==> src/logic/trellisFront_defines.svh <==
`ifndef TRELLIS_FRONT_DEFINES_SVH
`define TRELLIS_FRONT_DEFINES_SVH

// width of one I or Q component
`define SAMPLE_WIDTH 18

// sample RAM address width, 32k words of buffering
`define ADDR_WIDTH 15

`define FRAME_SAMPLES 4096            // valid samples between frame marks
`define PILOT_SAMPLES_PER_FRAME 256   // frame mark to first data sample

// valid samples after a frame mark until the channel estimates are ready
`define ESTIMATE_DELAY 64

`define TRELLIS_INIT_CYCLES 128       // enabled cycles of trellis warm-up

// interpolated symbols handed to the trellis per frame
`define SYMBOLS_PER_FRAME 800

`endif

==> src/logic/trellisFrontPkg.sv <==
`default_nettype none
`include "trellisFront_defines.svh"

package trellisFrontPkg;

    typedef logic signed [`SAMPLE_WIDTH-1:0] sample_t;
    typedef logic [`ADDR_WIDTH-1:0]          sampleAddr_t;
    typedef logic signed [3:0]               tapIndex_t;     // tap offset and start offset
    typedef logic signed [`SAMPLE_WIDTH:0]   softSum_t;      // one bit of growth for the sum
    typedef logic [9:0]                      symbolIndex_t;

    // one complex sample, also the RAM word
    typedef struct packed {
        sample_t re;
        sample_t im;
    } iqSample_t;

    typedef struct packed {
        iqSample_t tap0;
        iqSample_t tap1;
    } tapPair_t;

    typedef struct packed {
        softSum_t     sumRe;
        softSum_t     sumIm;
        symbolIndex_t symbolIndex;
        logic         interpolate;
    } trellisSymbol_t;

    typedef enum logic {waitValid, waitDecimation} alignState_e;

endpackage

`default_nettype wire

==> src/logic/tapCombiner.sv <==
`default_nettype none

module tapCombiner (
    input  wire                             clk,
    input  wire                             reset,
    input  wire                             clkEn,
    input  wire  trellisFrontPkg::tapPair_t taps,
    input  wire                             tapStrobe,
    input  wire                             interpolate,
    input  wire                             startOfTrellis,
    output trellisFrontPkg::trellisSymbol_t symbolOut,
    output logic                            symbolStrobe
);
    import trellisFrontPkg::*;

    symbolIndex_t symbolCount;  // interpolated symbols so far in this frame

    always_ff @(posedge clk) begin
        if (reset) begin
            symbolStrobe <= 1'b0;
            symbolCount  <= '0;
        end else if (clkEn) begin
            symbolStrobe <= tapStrobe;   // one enabled cycle behind the taps
            if (startOfTrellis) begin
                symbolCount <= '0;
            end else if (tapStrobe && interpolate) begin
                symbolCount <= symbolCount + 1'b1;
            end
        end
    end

    // sign-extend both taps before adding so the sum cannot wrap
    always_ff @(posedge clk) begin
        if (clkEn && tapStrobe) begin
            symbolOut.sumRe       <= softSum_t'(taps.tap0.re) + softSum_t'(taps.tap1.re);
            symbolOut.sumIm       <= softSum_t'(taps.tap0.im) + softSum_t'(taps.tap1.im);
            symbolOut.symbolIndex <= symbolCount;
            symbolOut.interpolate <= interpolate;
        end
    end

endmodule

`default_nettype wire

==> config.mk <==
export PLATFORM = sky130hd
export DESIGN_NAME = tapCombiner
export DESIGN_NICKNAME = d
export VERILOG_FILES = /design/src/logic/trellisFrontPkg.sv /design/src/logic/tapCombiner.sv
export VERILOG_INCLUDE_DIRS = /design/src /design/src/logic
export SDC_FILE = /design/constraint.sdc
export NUM_CORES = 1
export LEC_CHECK = 0
export BUFFER_PORTS_ARGS = -buffer_cell sky130_fd_sc_hd__buf_2
export CAP_MARGIN = 40
export CORE_MARGIN = 4
export CORE_UTILIZATION = 50
export DETAILED_ROUTE_END_ITERATION = 6
export PLACE_DENSITY = 0.79
export SLEW_MARGIN = 40
export SYNTH_ARGS = -nofsm -noshare
export SYNTH_HDL_FRONTEND = slang
export SYNTH_SLANG_ARGS = --single-unit
==> constraint.sdc <==
create_clock -name clk -period 4.9 [get_ports clk]
set_input_delay 0.245 -clock clk [delete_from_list [all_inputs] [get_ports clk]]
set_output_delay 0.245 -clock clk [all_outputs]
set_load 0.01 [all_outputs]
After elaboration in Yosys (flattened, before gate mapping)
Index checks and enable logic that the tools add are counted.

Add/sub/neg operators: 3. Multiplexer cells: 2. Reductions and logical operators: 4.

Operators with widths (count): $add A18 B18 Y19 (2); $mux W10 (2); $add A10 B1 Y10 const B (1); $logic_and A1 B1 Y1 (2); $reduce_and A2 Y1 (1); $reduce_bool A2 Y1 (1).

Flip-flop bits (word level): 60. Output and inout port bits: 50.

Depth between registers and ports, before layout
Word-level depth: 3. Gate-level depth with buffers: 9. Depth with buffers taken out: 9.

Least setup slack after synthesis
OpenSTA, ideal clock, no wires.

Path type: input to register. Start: input port taps[18] (netlist bit). End: register symbolOut[48] (netlist bit), data pin. Setup time: 0.259 ns. Arrival time: 1.784 ns. Required time: 4.641 ns. Slack: 2.857 ns. Stages on the path: 9. Path buffers: 0. Cell sequence: ha_1 > inv_1 > fa_1 > nand2b_1 > a21oi_2 > o2111ai_2 > and2_4 > and4bb_1 > o22ai_1.

Word-level cells in the longest chain between the ends: 1.

Ends and longest elaborated chain: start, declared (RTL line tapCombiner.sv:7) `input wire trellisFrontPkg::tapPair_t taps,`; $add A18 B18 Y19 (RTL line tapCombiner.sv:35) `symbolOut.sumRe <= softSum_t'(taps.tap0.re) + softSum_t'(taps.tap1.re);`; end, declared (RTL line tapCombiner.sv:11) `output trellisFrontPkg::trellisSymbol_t symbolOut,`.

Every way passes these cells. A chain may end at the register's enable or synchronous reset.

Worst setup path after layout
Ends and elaborated chain as after synthesis.

==> metrics.csv <==
stage,metric,value,unit
floorplan,fp-row-count,31,
drt,viasPerCell,5.10,
drt,dr_total_vias,2945,
finish,nNetsFinal,589,
critical_path,startpoint_type,input port,
critical_path,path_depth,10,
synth,synth_edf_count,49,
synth,synth_warnings,0,
global_route,track_usage,18.0,%
sta,worst_slew_pin_slew,0.633,ns
min_path,hold_path.startpoint,interpolate,
synth,ys_types,54,
critical_path,reg2reg_depth,4,
synth,syn_area_per_cell,10.9,sq um
pwr,sw_frac_of_total,27.8,%
sta,max_freq,502,MHz
pwr,intPower,1.02,mW
critical_path,worstPathCellList,buf_2 -> ha_1 -> inv_1 -> fa_1 -> nand2b_1 -> a21oi_2 -> o2111ai_2 -> and2_4 -> and4bb_1 -> o22ai_1,
synth,synthCells,339,
critical_path,critical_path_arrival,2.06,ns
synth,synth_flop_cell,edfxtp_1,
sta,worst_clock_skew,0.0106,ns
min_path,hold_path_end,symbolOut[0]$_DFFE_PP_,
global_route,antenna_found_initial,0,
cts,clockBufferDepth,2,
finish,drive_gt1_share,33.5,%
floorplan,dieArea,0.00880,sq mm
run_status,outcome,"finished, final reports clean",
cts,cts_tree,built,
drt,drt_iter0_drc,114,
place,port_buffers,127,
cts,clk_latency,0.34,ns
drt,ant_nets,0,
drt,wl,7860,microns
critical_path,path_class,input port to flop,
sta,finalHoldViolations,0,
critical_path,path_max_fanout,3,
sta,setup_violations,0,
cts,cts_resized,0,
global_route,grt_first_pass_wirelength,12600,microns
floorplan,dieWidth,93.8,microns
cts,post_cts_buffers,0,
sta,relSlewSlack,57.8,%
synth,syn_area,0.00368,sq mm
min_path,hp-class,input port to flop,
pwr,switchingPower,0.395,mW
pwr,irDropWorstVdd,0.000111,V
sta,min_period,1.99,ns
synth,synth_area_leaders,"edfxtp_1 (40%), ha_1 (13%), dfxtp_1 (6.0%)",
finish,n_fill_cell,626,
sta,maxSlewViolCount,0,
critical_path,r2r_end,symbolCount[8]$_SDFFE_PP0P_,
finish,fin_util,64.2,%
sta,tns,0,ns
cts,cts_root_buffer,clkbuf_8,
floorplan,ioPinCount,128,
global_route,grt_pass1_vias,2864,
cts,holdBufCountCts,0,
critical_path,critical-path-top-delay-family,simple AND/OR/NAND/NOR gates,
global_route,grt_start_max_net_pins,51,
floorplan,start_util,51.0,%
critical_path,slowest_stage,fa_1,
critical_path,end_kind,flop,
critical_path,worstReg2RegStart,symbolCount[0]$_SDFFE_PP0P_,
critical_path,path_buf_inv,2,
synth,yosys.area.top_type,edfxtp_1,
pwr,cellPowerDensity,306,mW/mm^2
sta,fin_crit_sh,40.6,%
critical_path,r2r_slack,3.56,ns
critical_path,cp_slowest_stage_delay,0.40,ns
place,place_congestion,0.845,
drt,drc_errors,0,
cts,cts_made_buffers,9,
floorplan,fp.dieH,93.8,microns
synth,ys_ff_latch,60,
cts,clk_pin_slew,0.07,ns
place,post-dp-hpwl,6330,microns
sta,rsz0062_at_grt,false,
pwr,p_leak,2.01,nW
pwr,fin_total_pwr,1.42,mW
drt,routedWlPerCell,13.6,microns
drt,dr.pass1.iters,4,
pwr,seqPwrFrac,43.4,%
synth,seq_area_frac_synth,46.0,%
critical_path,crit_required,4.97,ns
synth,synthArstFlopShare,0,%
floorplan,core_area,0.00721,sq mm
cts,cts_sinks,60,
pwr,clkPwrFrac,33.4,%
synth,syn-num-nets,456,
cts,cts_htree_levels,3,
min_path,whs_path_depth,1,
finish,area_growth,25.9,%
pwr,combPwrFrac,23.2,%
synth,netlist.area_leader.share,40.0,%
critical_path,crit_path_start,taps[18],
run,max_cap_viol_count,0,
global_route,overflow,0,
## layer usage
layer	up-vias	track usage, %	wire, microns
met5	-	0	0
met4	0	7.22	163
met3	18	4.41	502
met2	88	32.6	4060
met1	1315	20.0	3140
li1	1524	-	-
## layout by cell type, fill, tap and decap left out, types with 3 or more instances in the layout
cell      Yosys  final
clkbuf_8      0      9
and3_1        3      3
a31oi_1       3      3
nor2_1       18     18
dfxtp_1      11     11
nand2_1      30     30
nor2b_1       4      4
nand4_1       4      4
edfxtp_1     49     49
a21oi_2       3      3
a21oi_1      37     37
a21o_1        3      3
o211ai_1      4      4
inv_1        11     11
ha_1         37     37
buf_2         2    127
o21a_1        3      3
nand2b_1      5      5
xnor2_1      20     20
nand3_1       8      8
o21ai_0      17     17
and2_1        7      6
o21ai_1       3      3
or3_1         3      3
xor2_1       17     17
## power groups by stage
stage               combinational [mW]  sequential (mW)  clock [mW]
global route                     0.369            0.618       0.504
finish                           0.329            0.615       0.474
floorplan                        0.200            0.649           0
CTS                              0.332            0.615       0.481
detailed placement               0.331            0.626           0
global placement                 0.322            0.626           0
## area by class of cell
cell class                      count  area (sq um)  share of cell area [%]
Antenna cell                        1          2.50                  0.0540
Clock buffer                       10           149                    3.21
Clock inverter                      6          65.1                    1.40
Inverter                           11          41.3                   0.891
Multi-Input combinational cell    263          1920                    41.5
Sequential cell                    60          1690                    36.5
Tap cell                           99           124                    2.67
Timing Repair Buffer              127           636                    13.7
## how the worst max path moves through the flow
stage                         endpoint  slack, ns
2_1_floorplan  symbolOut[48]$_DFFE_PP_       2.86
3_3_place_gp   symbolOut[48]$_DFFE_PP_       2.68
3_5_place_dp   symbolOut[48]$_DFFE_PP_       2.58
4_1_cts        symbolOut[48]$_DFFE_PP_       2.91
5_1_grt        symbolOut[48]$_DFFE_PP_       2.85
6_report       symbolOut[48]$_DFFE_PP_       2.91
## synth_stat cells, types with 2 or more instances
cell type and instances:
nor2b_1 4, fa_1 2, nor2_1 18, buf_2 2, and2b_1 2, o21ai_2 2
a21oi_1 37, nand2_1 30, and3_1 3, and2_1 7, nand4_1 4, a21oi_2 3
a41oi_1 2, a21o_1 3, ha_1 37, a31oi_1 3, or3_1 3, o211ai_1 4
nand4b_1 2, xnor2_1 20, nand3_1 8, o21ai_1 3, xor2_1 17, o21ai_0 17
o21a_1 3, a21boi_0 2, nand2b_1 5, edfxtp_1 49, a21boi_1 2, inv_1 11
dfxtp_1 11
## kinds of logic after synthesis
family / after synthesis / share of synthesized area [%]
AOI/OAI and AO/OA: 92 / 16.3
and+or+nand+nor: 95 / 13.5
buffers and inverters: 16 / 1.84
DFF: 60 / 46.0
xor gates and xnor gates: 37 / 8.81
adders and majority gates: 39 / 13.7
## registers in the layout, summed over array words and instances, names as in the netlist
| signal | cells |
|---|---|
| symbolStrobe | 1 |
| symbolCount | 10 |
| symbolOut | 49 |
## per-stage QoR
stage	instance area [sq um]	hold WS, ns	setup slack [ns]	cells
floorplan	3680	0.314	2.86	339
global placement	4410	0.432	2.68	560
detailed placement	4420	0.440	2.58	560
CTS	4630	0.0945	2.91	576
global route	4630	0.0828	2.85	576
finish	4630	0.109	2.91	577
Note: power is estimated with default switching activity, not from simulation.
