[src/logic/trellisFront_defines.svh]
`ifndef TRELLIS_FRONT_DEFINES_SVH
`define TRELLIS_FRONT_DEFINES_SVH

// width of one I or Q component
`define SAMPLE_WIDTH 18

// sample RAM address width, 32k words of buffering
`define ADDR_WIDTH 15

`define FRAME_SAMPLES 4096            // valid samples between frame marks
`define PILOT_SAMPLES_PER_FRAME 256   // frame mark to first data sample

// valid samples after a frame mark until the channel estimates are ready
`define ESTIMATE_DELAY 64

`define TRELLIS_INIT_CYCLES 128       // enabled cycles of trellis warm-up

// interpolated symbols handed to the trellis per frame
`define SYMBOLS_PER_FRAME 800

`endif

[src/logic/pilotFrameTimer.sv]
`default_nettype none
`include "trellisFront_defines.svh"

module pilotFrameTimer (
    input  wire  clk,
    input  wire  reset,
    input  wire  clkEn,
    input  wire  valid,
    output logic startOfFrame,
    output logic estimatesDone
);

    localparam int FRAME_CNT_W = $clog2(`FRAME_SAMPLES);
    localparam int EST_CNT_W   = $clog2(`ESTIMATE_DELAY + 1);

    logic [FRAME_CNT_W-1:0] sampleCount;    // samples already seen in this frame
    logic [EST_CNT_W-1:0]   estimateCount;  // zero while no estimate is pending
    logic                   sampleTick;
    logic                   frameMark;
    logic                   estimateMark;

    assign sampleTick = clkEn && valid;

    // last sample of a frame, sample n with n a multiple of FRAME_SAMPLES
    assign frameMark    = (sampleCount == FRAME_CNT_W'(`FRAME_SAMPLES - 1));
    assign estimateMark = (estimateCount == EST_CNT_W'(1));

    // both strobes sit in the enabled cycle of the matching sample
    assign startOfFrame  = sampleTick && frameMark;
    assign estimatesDone = sampleTick && estimateMark;

    always_ff @(posedge clk) begin
        if (reset) begin
            sampleCount <= '0;
        end else if (sampleTick) begin
            if (frameMark) begin
                sampleCount <= '0;
            end else begin
                sampleCount <= sampleCount + 1'b1;
            end
        end
    end

    // countdown started at each frame mark,
    // reaches one on the ESTIMATE_DELAY-th sample after it
    always_ff @(posedge clk) begin
        if (reset) begin
            estimateCount <= '0;
        end else if (sampleTick) begin
            if (frameMark) begin
                estimateCount <= EST_CNT_W'(`ESTIMATE_DELAY);
            end else if (estimateCount != '0) begin
                estimateCount <= estimateCount - 1'b1;
            end
        end
    end

endmodule

`default_nettype wire

[config.mk]
export PLATFORM = sky130hd
export DESIGN_NAME = pilotFrameTimer
export DESIGN_NICKNAME = d
export VERILOG_FILES = /design/src/logic/pilotFrameTimer.sv
export VERILOG_INCLUDE_DIRS = /design/src /design/src/logic
export SDC_FILE = /design/constraint.sdc
export NUM_CORES = 1
export LEC_CHECK = 0
export BUFFER_PORTS_ARGS = -buffer_cell sky130_fd_sc_hd__buf_2
export CAP_MARGIN = 20
export CORE_ASPECT_RATIO = 0.9
export CORE_MARGIN = 2
export CORE_UTILIZATION = 57
export DETAILED_ROUTE_END_ITERATION = 12
export MAX_ROUTING_LAYER = met4
export PLACE_DENSITY_LB_ADDON = 0.25
export SYNTH_ARGS = -nofsm -noshare
export SYNTH_HDL_FRONTEND = slang
export SYNTH_SLANG_ARGS = --single-unit
[constraint.sdc]
create_clock -name clk -period 2.2 [get_ports clk]
set_clock_uncertainty 0.15 [all_clocks]
set_input_delay 0.33 -clock clk [delete_from_list [all_inputs] [get_ports clk]]
set_output_delay 0.33 -clock clk [all_outputs]
set_load 0.02 [all_outputs]
Word-level counts from Yosys, hierarchy flattened --
Cells that the tools add are included.
Word-level totals: flip-flop bits (word level) 19, input port bits 4
Cells by class: $add $sub $neg 2, equality and inequality tests 2, muxes and demuxes 3, reduce and logical (&&, ||, !) cells 6
Operator list (count):
- 2-to-1 mux 7 bit | 2
- adder 12 x 1 -> 12 bit, second input constant | 1
- equality test 12 bit, second input constant | 1
- 2-to-1 mux 12 bit | 1
- equality test 7 x 1 -> 1 bit, second input constant | 1
- nonzero test 7 bit | 1
- subtractor 7 x 1 -> 7 bit, second input constant | 1
- logical AND 1 bit | 3
- AND reduction 2 bit | 1
- nonzero test 2 bit | 1

Longest topological paths before layout --
Gate-level depths: netlist of run 1.
word-level depth 3, gate-level depth with buffers 6, depth with buffers taken out 6

Worst setup path after synthesis of run 1 --
No wires, ideal clock.
path type register to output, from reg sampleCount[0], to out startOfFrame, arrival 1.588 ns, required time 1.720 ns, path slack 0.132 ns, cell stages (with the launch flop) 4, buffers on the path 0, cell sequence dfxtp_1 ha_1 nand3_1 nor4_1
Between the ends: cells in the longest elaborated chain, start to end 2
Ends and longest elaborated chain:
- start: declaration | RTL line pilotFrameTimer.sv:16 | logic [FRAME_CNT_W-1:0] sampleCount;
- start signal: assignment | RTL line pilotFrameTimer.sv:39 | sampleCount <= sampleCount + 1'b1;
- equality test 12 bit | RTL line pilotFrameTimer.sv:25 | assign frameMark = (sampleCount == FRAME_CNT_W'(`FRAME_SAMPLES - 1));
- logical AND 1 bit | RTL line pilotFrameTimer.sv:29 | assign startOfFrame = sampleTick && frameMark;
- end: declaration | RTL line pilotFrameTimer.sv:9 | output logic startOfFrame,
No other way between the ends.

Worst setup path after layout of run 1 --
Ends and elaborated chain as after synthesis.

==> results of run 1 <==
metrics by stage:
step	power, mW	cells	util	hold slack (ns)	instance area, sq um
floorplan	0.7273	115	-	0.3082	979.7
global placement	0.8044	144	0.6299	0.3181	1037
detailed placement	0.8145	144	0.6299	0.3330	1037
CTS	0.9916	148	0.6535	0.1900	1076
global route	1.085	148	0.6649	0.1894	1095
finish	0.9902	148	0.6649	0.2046	1095
timing repair:
action	in CTS	in global routing
hold buffers	0	0
setup endpoints to repair	1	1
gates resized for setup	2	3
worst max-delay path: cells and delay by family (launching register included):
family	cells	cell delay, ns
fa+ha+maj	1	0.24
buf+inv	1	0.21
flops	1	0.41
simple gates	2	0.42
layout by cell type (no fill, tap or decap), types with 5 or more instances in the layout:
master	netlist	routed
inv_1	6	6
nor2_1	14	14
nand2_1	9	9
a21oi_1	6	6
nand3_1	7	6
dfxtp_1	19	19
buf_2	1	5
per-layer routing:
layer | part of all wire | up-vias | GRT usage | wire length [um]
li1 | - | 430 | - | -
met1 | 0.48 | 413 | 0.2995 | 921
met2 | 0.49 | 12 | 0.3760 | 943
met3 | 0.019 | 4 | 0.05000 | 37
met4 | 0.016 | 0 | 0.1135 | 31
met5 | 0 | - | - | 0
state kept, by name, summed over array words and instances, names as in the netlist:
signal and flops:
sampleCount 12, estimateCount 7
layout make-up:
type | instances | area share
flip-flops and latches | 19 | 0.3474
well taps | 24 | 0.02743
repair buffers | 8 | 0.04343
clock inverters | 1 | 0.004571
multi-input cells | 87 | 0.5360
inverters | 6 | 0.02057
clock buffers | 3 | 0.02057
cells by family (layout without fill, tap and decap cells):
family / Yosys count / in the layout / share of synthesized area
and+or+nand+nor: 58 / 58 / 0.3282
DFF: 19 / 19 / 0.3882
AOI/OAI and AO/OA: 18 / 18 / 0.1303
buffers and inverters: 9 / 18 / 0.04341
xor gates and xnor gates: 8 / 8 / 0.07151
adders and majority gates: 3 / 3 / 0.03832
worst min-delay path by stage:
| stage | start | endpoint | slack (ns) | cells past startpoint |
|---|---|---|---|---|
| after floorplan | sampleCount[1]$_SDFFE_PP0P_ | sampleCount[1]$_SDFFE_PP0P_ | 0.31 | 2 |
| after global placement | sampleCount[1]$_SDFFE_PP0P_ | sampleCount[1]$_SDFFE_PP0P_ | 0.32 | 2 |
| after detailed placement | sampleCount[1]$_SDFFE_PP0P_ | sampleCount[1]$_SDFFE_PP0P_ | 0.33 | 2 |
| after CTS | reset | estimateCount[6]$_SDFFE_PP0P_ | 0.19 | 2 |
| after global routing | reset | sampleCount[6]$_SDFFE_PP0P_ | 0.19 | 2 |
| final | reset | estimateCount[6]$_SDFFE_PP0P_ | 0.20 | 2 |
power by group:
group,total [mW],internal (mW),switching [mW]
clock,0.176,0.0677,0.109
sequential,0.451,0.396,0.0548
combinational,0.363,0.164,0.199
total,0.990,0.628,0.363
==> metrics, run 1 <==
drt pass-1 iters 4; power density over the cells 904.5 mW/mm^2; worst path cell trace ha_2 -> nand3_4 -> nor4_4 -> buf_2; cts bufs inserted 3; final setup TNS 0 ns; Setup crit end startOfFrame; Crit. Startpoint sampleCount[0]$_SDFFE_PP0P_; initial antenna violation count 0; critical path arrival 1.58 ns; first-pass GRT wire length 3498 um; Yosys warning count 0; endpoint type of the worst setup path output pin; core area 0.001647 sq mm; Clock Path Buffers 2; # DRC 0; setup ws final 0.1392 ns; htree depth 1; nets 132; ranking of synthesized cells by area dfxtp_1 (39%), nor2_1 (5.4%), ha_1 (3.8%); Clock transition at path regs 0.12 ns; Clock Latency Late Sink 0.30 ns; Unique masters post-synth 34; Port Buffers 5; Fmax achieved 485.2 MHz; RR Endpoint estimateCount[3]$_SDFFE_PP0P_; syn avg cell area 8.519 sq um; pin count of the biggest net entering global routing 12; CP peak stage delay 0.41 ns; Final ANT Viol Nets 0; largest area contributor in the netlist dfxtp_1; FF+latch count, synth 19; clock root buffer clkbuf_4; Antenna diodes 0; Setup Buffers After CTS 0; total number of vias 859; unrepaired setup endpoints after global routing no; total grt overflow 0; proportion of netlist area held by the largest area contributor 0.3883; Post-DP HPWL 1390 um; sequential share of the synthesized area 0.3883; io pins 6; All-Layer GR Usage 0.2441; Min Clock Period, post-route 2.061 ns; drt via density 5.804; area of the multi-input gates 586.8 sq um; critical path type register to output pin; max-cap violations 0; FFs w/ async S/R, synth 0; flop-to-flop setup slack 0.24 ns; hold violation count in the final report 0; FF/Latch Area 380.4 sq um; R2R cell count 5; crit start category register; Slew Viols, Final 0; Die Wd 47.70 um; Area Overhead vs Synth 11.75%; outcome finished, final reports clean; RePlAce Congestion 0.7439; Worst VDD drop 0.6569 mV; final setup fails 0; DRT Wirelength 1933 um; row cnt 14; Slew headroom 0.7429; mapped cell area 979.7 sq um; vias in the first global route 834; Avg WL per Cell 13.06 um; Lkg Pwr 0.4063 nW; fin crit share 0.9367; HP Class primary input to register; most common cell in the synthesized netlist dfxtp_1; Post-synth EDFFs 0; crit-path max FO 7; pre-CTS setup slack 0.2157 ns; CTS tree yes; Required @ worst endpoint 1.72 ns; Worst Tran Pin Value 0.3843 ns; RR Startpoint sampleCount[0]$_SDFFE_PP0P_; syn_nets 122; Primary FF master, synth dfxtp_1; share of layout cells above drive strength 1 0.1532; CTS sink cnt 19; Cells after Synth 115; slowest CP cell dfxtp_1; DIE HEIGHT 43.33 um; FILL cells 162; die area 0.002067 sq mm; most frequent cells after synthesis dfxtp_1 (19), nor2_1 (14), nand2_1 (9); initial core utilization 0.5950; initial DRC count 18
Note: power is estimated with default switching activity, not from simulation.
==> run 2: changes to the inputs <==
Settings changed: CORE_UTILIZATION 57 to 35, CTS_BUF_LIST from default to sky130_fd_sc_hd__clkbuf_2 sky130_fd_sc_hd__clkbuf_4 sky130_fd_sc_hd__clkbuf_8.
==> run 2 against run 1 <==
  * Sequential share of layout area grew 0.20 points
  * Hold slack is essentially flat
  * Global-route usage shrank 9.3 points
  * Sequential power is essentially flat
  * Critical endpoint unchanged
  * Largest cell class unchanged
==> metrics, run 2 (synthesis gave the netlist of run 1 again) <==
Clock Latency Late Sink 0.30 ns (about the same); crit start category register (unchanged); clock root buffer clkbuf_4 (unchanged); pin count of the biggest net entering global routing 12 (unchanged); Clock transition at path regs 0.11 ns (was 0.12 ns); hold violation count in the final report 0 (unchanged); crit-path max FO 5 (was 7); RR Startpoint sampleCount[0]$_SDFFE_PP0P_ (unchanged); pre-CTS setup slack 0.3089 ns (was 0.2157 ns); Die Wd 59.77 um (was 47.70 um); RePlAce Congestion 0.8862 (was 0.7439); setup ws final 0.1716 ns (was 0.1392 ns); drt via density 5.465 (was 5.804); Lkg Pwr 0.3966 nW (was 0.4063 nW); most frequent cells in the layout dfxtp_1 (19), nor2_1 (14), nand2_1 (9) (unchanged); Area Overhead vs Synth 11.11% (was 11.75%); Fmax achieved 493.0 MHz (was 485.2 MHz); CTS sink cnt 19 (unchanged); FILL cells 275 (was 162); row cnt 18 (was 14); All-Layer GR Usage 0.1513 (was 0.2441); Slew Viols, Final 0 (unchanged); first-pass GRT wire length 3519 um (was 3498 um); Avg WL per Cell 12.88 um (was 13.06 um); Sw Ratio 0.3620 (was 0.3662); DRT Wirelength 1996 um (was 1933 um); Slew headroom 0.7387 (was 0.7429); die area 0.003239 sq mm (was 0.002067 sq mm); critical path type register to output pin (unchanged); max FFs per register 12 (unchanged); final core occ 0.4028 (was 0.6649); fin area 0.001089 sq mm (was 0.001095 sq mm); unrepaired setup endpoints after global routing no (unchanged); core area 0.002703 sq mm (was 0.001647 sq mm); flop-to-flop setup slack 0.30 ns (was 0.24 ns); # DRC 0 (unchanged); endpoint type of the worst setup path output pin (unchanged); power density over the cells 925.5 mW/mm^2 (was 904.5 mW/mm^2); P_sw 0.3647 mW (was 0.3626 mW); logic gate share of total power 0.362 (was 0.367); Worst Tran Pin Value 0.3906 ns (was 0.3843 ns); drt pass-1 iters 4 (unchanged); placed cell count 151 (was 144); outcome finished, final reports clean (unchanged); largest registers sampleCount: 12 flops, estimateCount: 7 flops (unchanged); htree depth 1 (unchanged); final total power 1.007 mW (was 0.9902 mW); vias in the first global route 786 (was 834); initial antenna violation count 0 (unchanged); Port Buffers 5 (unchanged); Clock power frac 0.189 (was 0.178); Reg with most FFs sampleCount (unchanged); Required @ worst endpoint 1.72 ns (about the same); most common cell after layout, fill and taps aside dfxtp_1 (unchanged); io pins 6 (unchanged); Non-Filler Instances 155 (was 148); Clock Path Buffers 2 (unchanged); Antenna diodes 0 (unchanged); final setup fails 0 (unchanged); cts bufs inserted 3 (unchanged); register share of total power 0.449 (was 0.455); fin crit share 0.9220 (was 0.9367); CTS tree yes (unchanged); initial core utilization 0.3625 (was 0.5950); Worst VDD drop 0.6033 mV (was 0.6569 mV); total grt overflow 0 (unchanged); RR Endpoint estimateCount[3]$_SDFFE_PP0P_ (unchanged); Post-DP HPWL 1469 um (was 1390 um); Hold Slack 0.2046 ns (about the same); R2R cell count 5 (unchanged); Crit. Startpoint sampleCount[0]$_SDFFE_PP0P_ (unchanged); Hold Buf Count CTS 0 (unchanged); placed cell area 0.001052 sq mm (was 0.001037 sq mm); Final ANT Viol Nets 0 (unchanged); total number of vias 847 (was 859); share of layout cells above drive strength 1 0.1440 (was 0.1532); nets 133 (was 132); Int Pwr 0.6427 mW (was 0.6276 mW); max-cap violations 0 (unchanged); DIE HEIGHT 54.19 um (was 43.33 um); initial DRC count 18 (unchanged); Min Clock Period, post-route 2.028 ns (was 2.061 ns); Setup crit end startOfFrame (unchanged); final setup TNS 0 ns (unchanged); critical path arrival 1.55 ns (was 1.58 ns); HP Class primary input to register (unchanged)
## run 2: changes by cell type in the layout (fill, tap and decap cells not counted), sizes merged
cell and change:
clkbuf +1, buf +1, clkinv -1
## run 2: area by class of cell
class	instances	area (sq um)	area share
Clock buffer	4	30.03	0.02759
Tap cell	30	37.54	0.03448
Inverter	6	22.52	0.02069
Timing Repair Buffer	9	55.05	0.05057
Sequential cell	19	380.4	0.3494
Multi-Input combinational cell	87	563.0	0.5172
## run 2: what timing repair did
action | CTS | global route
resized for setup | 0 | 1
setup endpoints to repair | 0 | 1
setup buffers | 0 | 0
## run 2: worst min-delay path by stage
stage / slack, ns / to / start / depth (start not counted)
6_report: 0.20 / estimateCount[6]$_SDFFE_PP0P_ / reset / 2
5_1_grt: 0.20 / sampleCount[10]$_SDFFE_PP0P_ / reset / 2
3_5_place_dp: 0.35 / sampleCount[1]$_SDFFE_PP0P_ / sampleCount[1]$_SDFFE_PP0P_ / 2
3_3_place_gp: 0.32 / sampleCount[1]$_SDFFE_PP0P_ / sampleCount[1]$_SDFFE_PP0P_ / 2
4_1_cts: 0.20 / estimateCount[6]$_SDFFE_PP0P_ / reset / 2
2_1_floorplan: 0.31 / sampleCount[1]$_SDFFE_PP0P_ / sampleCount[1]$_SDFFE_PP0P_ / 2
## run 2: routing by layer
| layer | share of wire | global-route usage | routed length [um] | up-vias |
|---|---|---|---|---|
| met5 | 0 | - | 0 | - |
| met3 | 0.040 | 0.05529 | 80 | 2 |
| met4 | 0.0045 | 0.04444 | 9 | 0 |
| met2 | 0.47 | 0.2446 | 937 | 13 |
| li1 | - | - | - | 432 |
| met1 | 0.49 | 0.1763 | 969 | 400 |
## run 2: power by group through the flow
stage | Combinational, mW | Clock [mW] | Sequential (mW)
2_1_floorplan | 0.282 | 0 | 0.445
3_3_place_gp | 0.358 | 0 | 0.457
3_5_place_dp | 0.361 | 0 | 0.460
4_1_cts | 0.363 | 0.198 | 0.452
5_1_grt | 0.418 | 0.219 | 0.463
6_report | 0.365 | 0.191 | 0.452
## run 2: worst max-delay path, cell delays in order (launching register included)
cell,delay [ns]
dfxtp_1,0.40
ha_1,0.21
nand3_1,0.11
nor4_2,0.30
buf_2,0.23
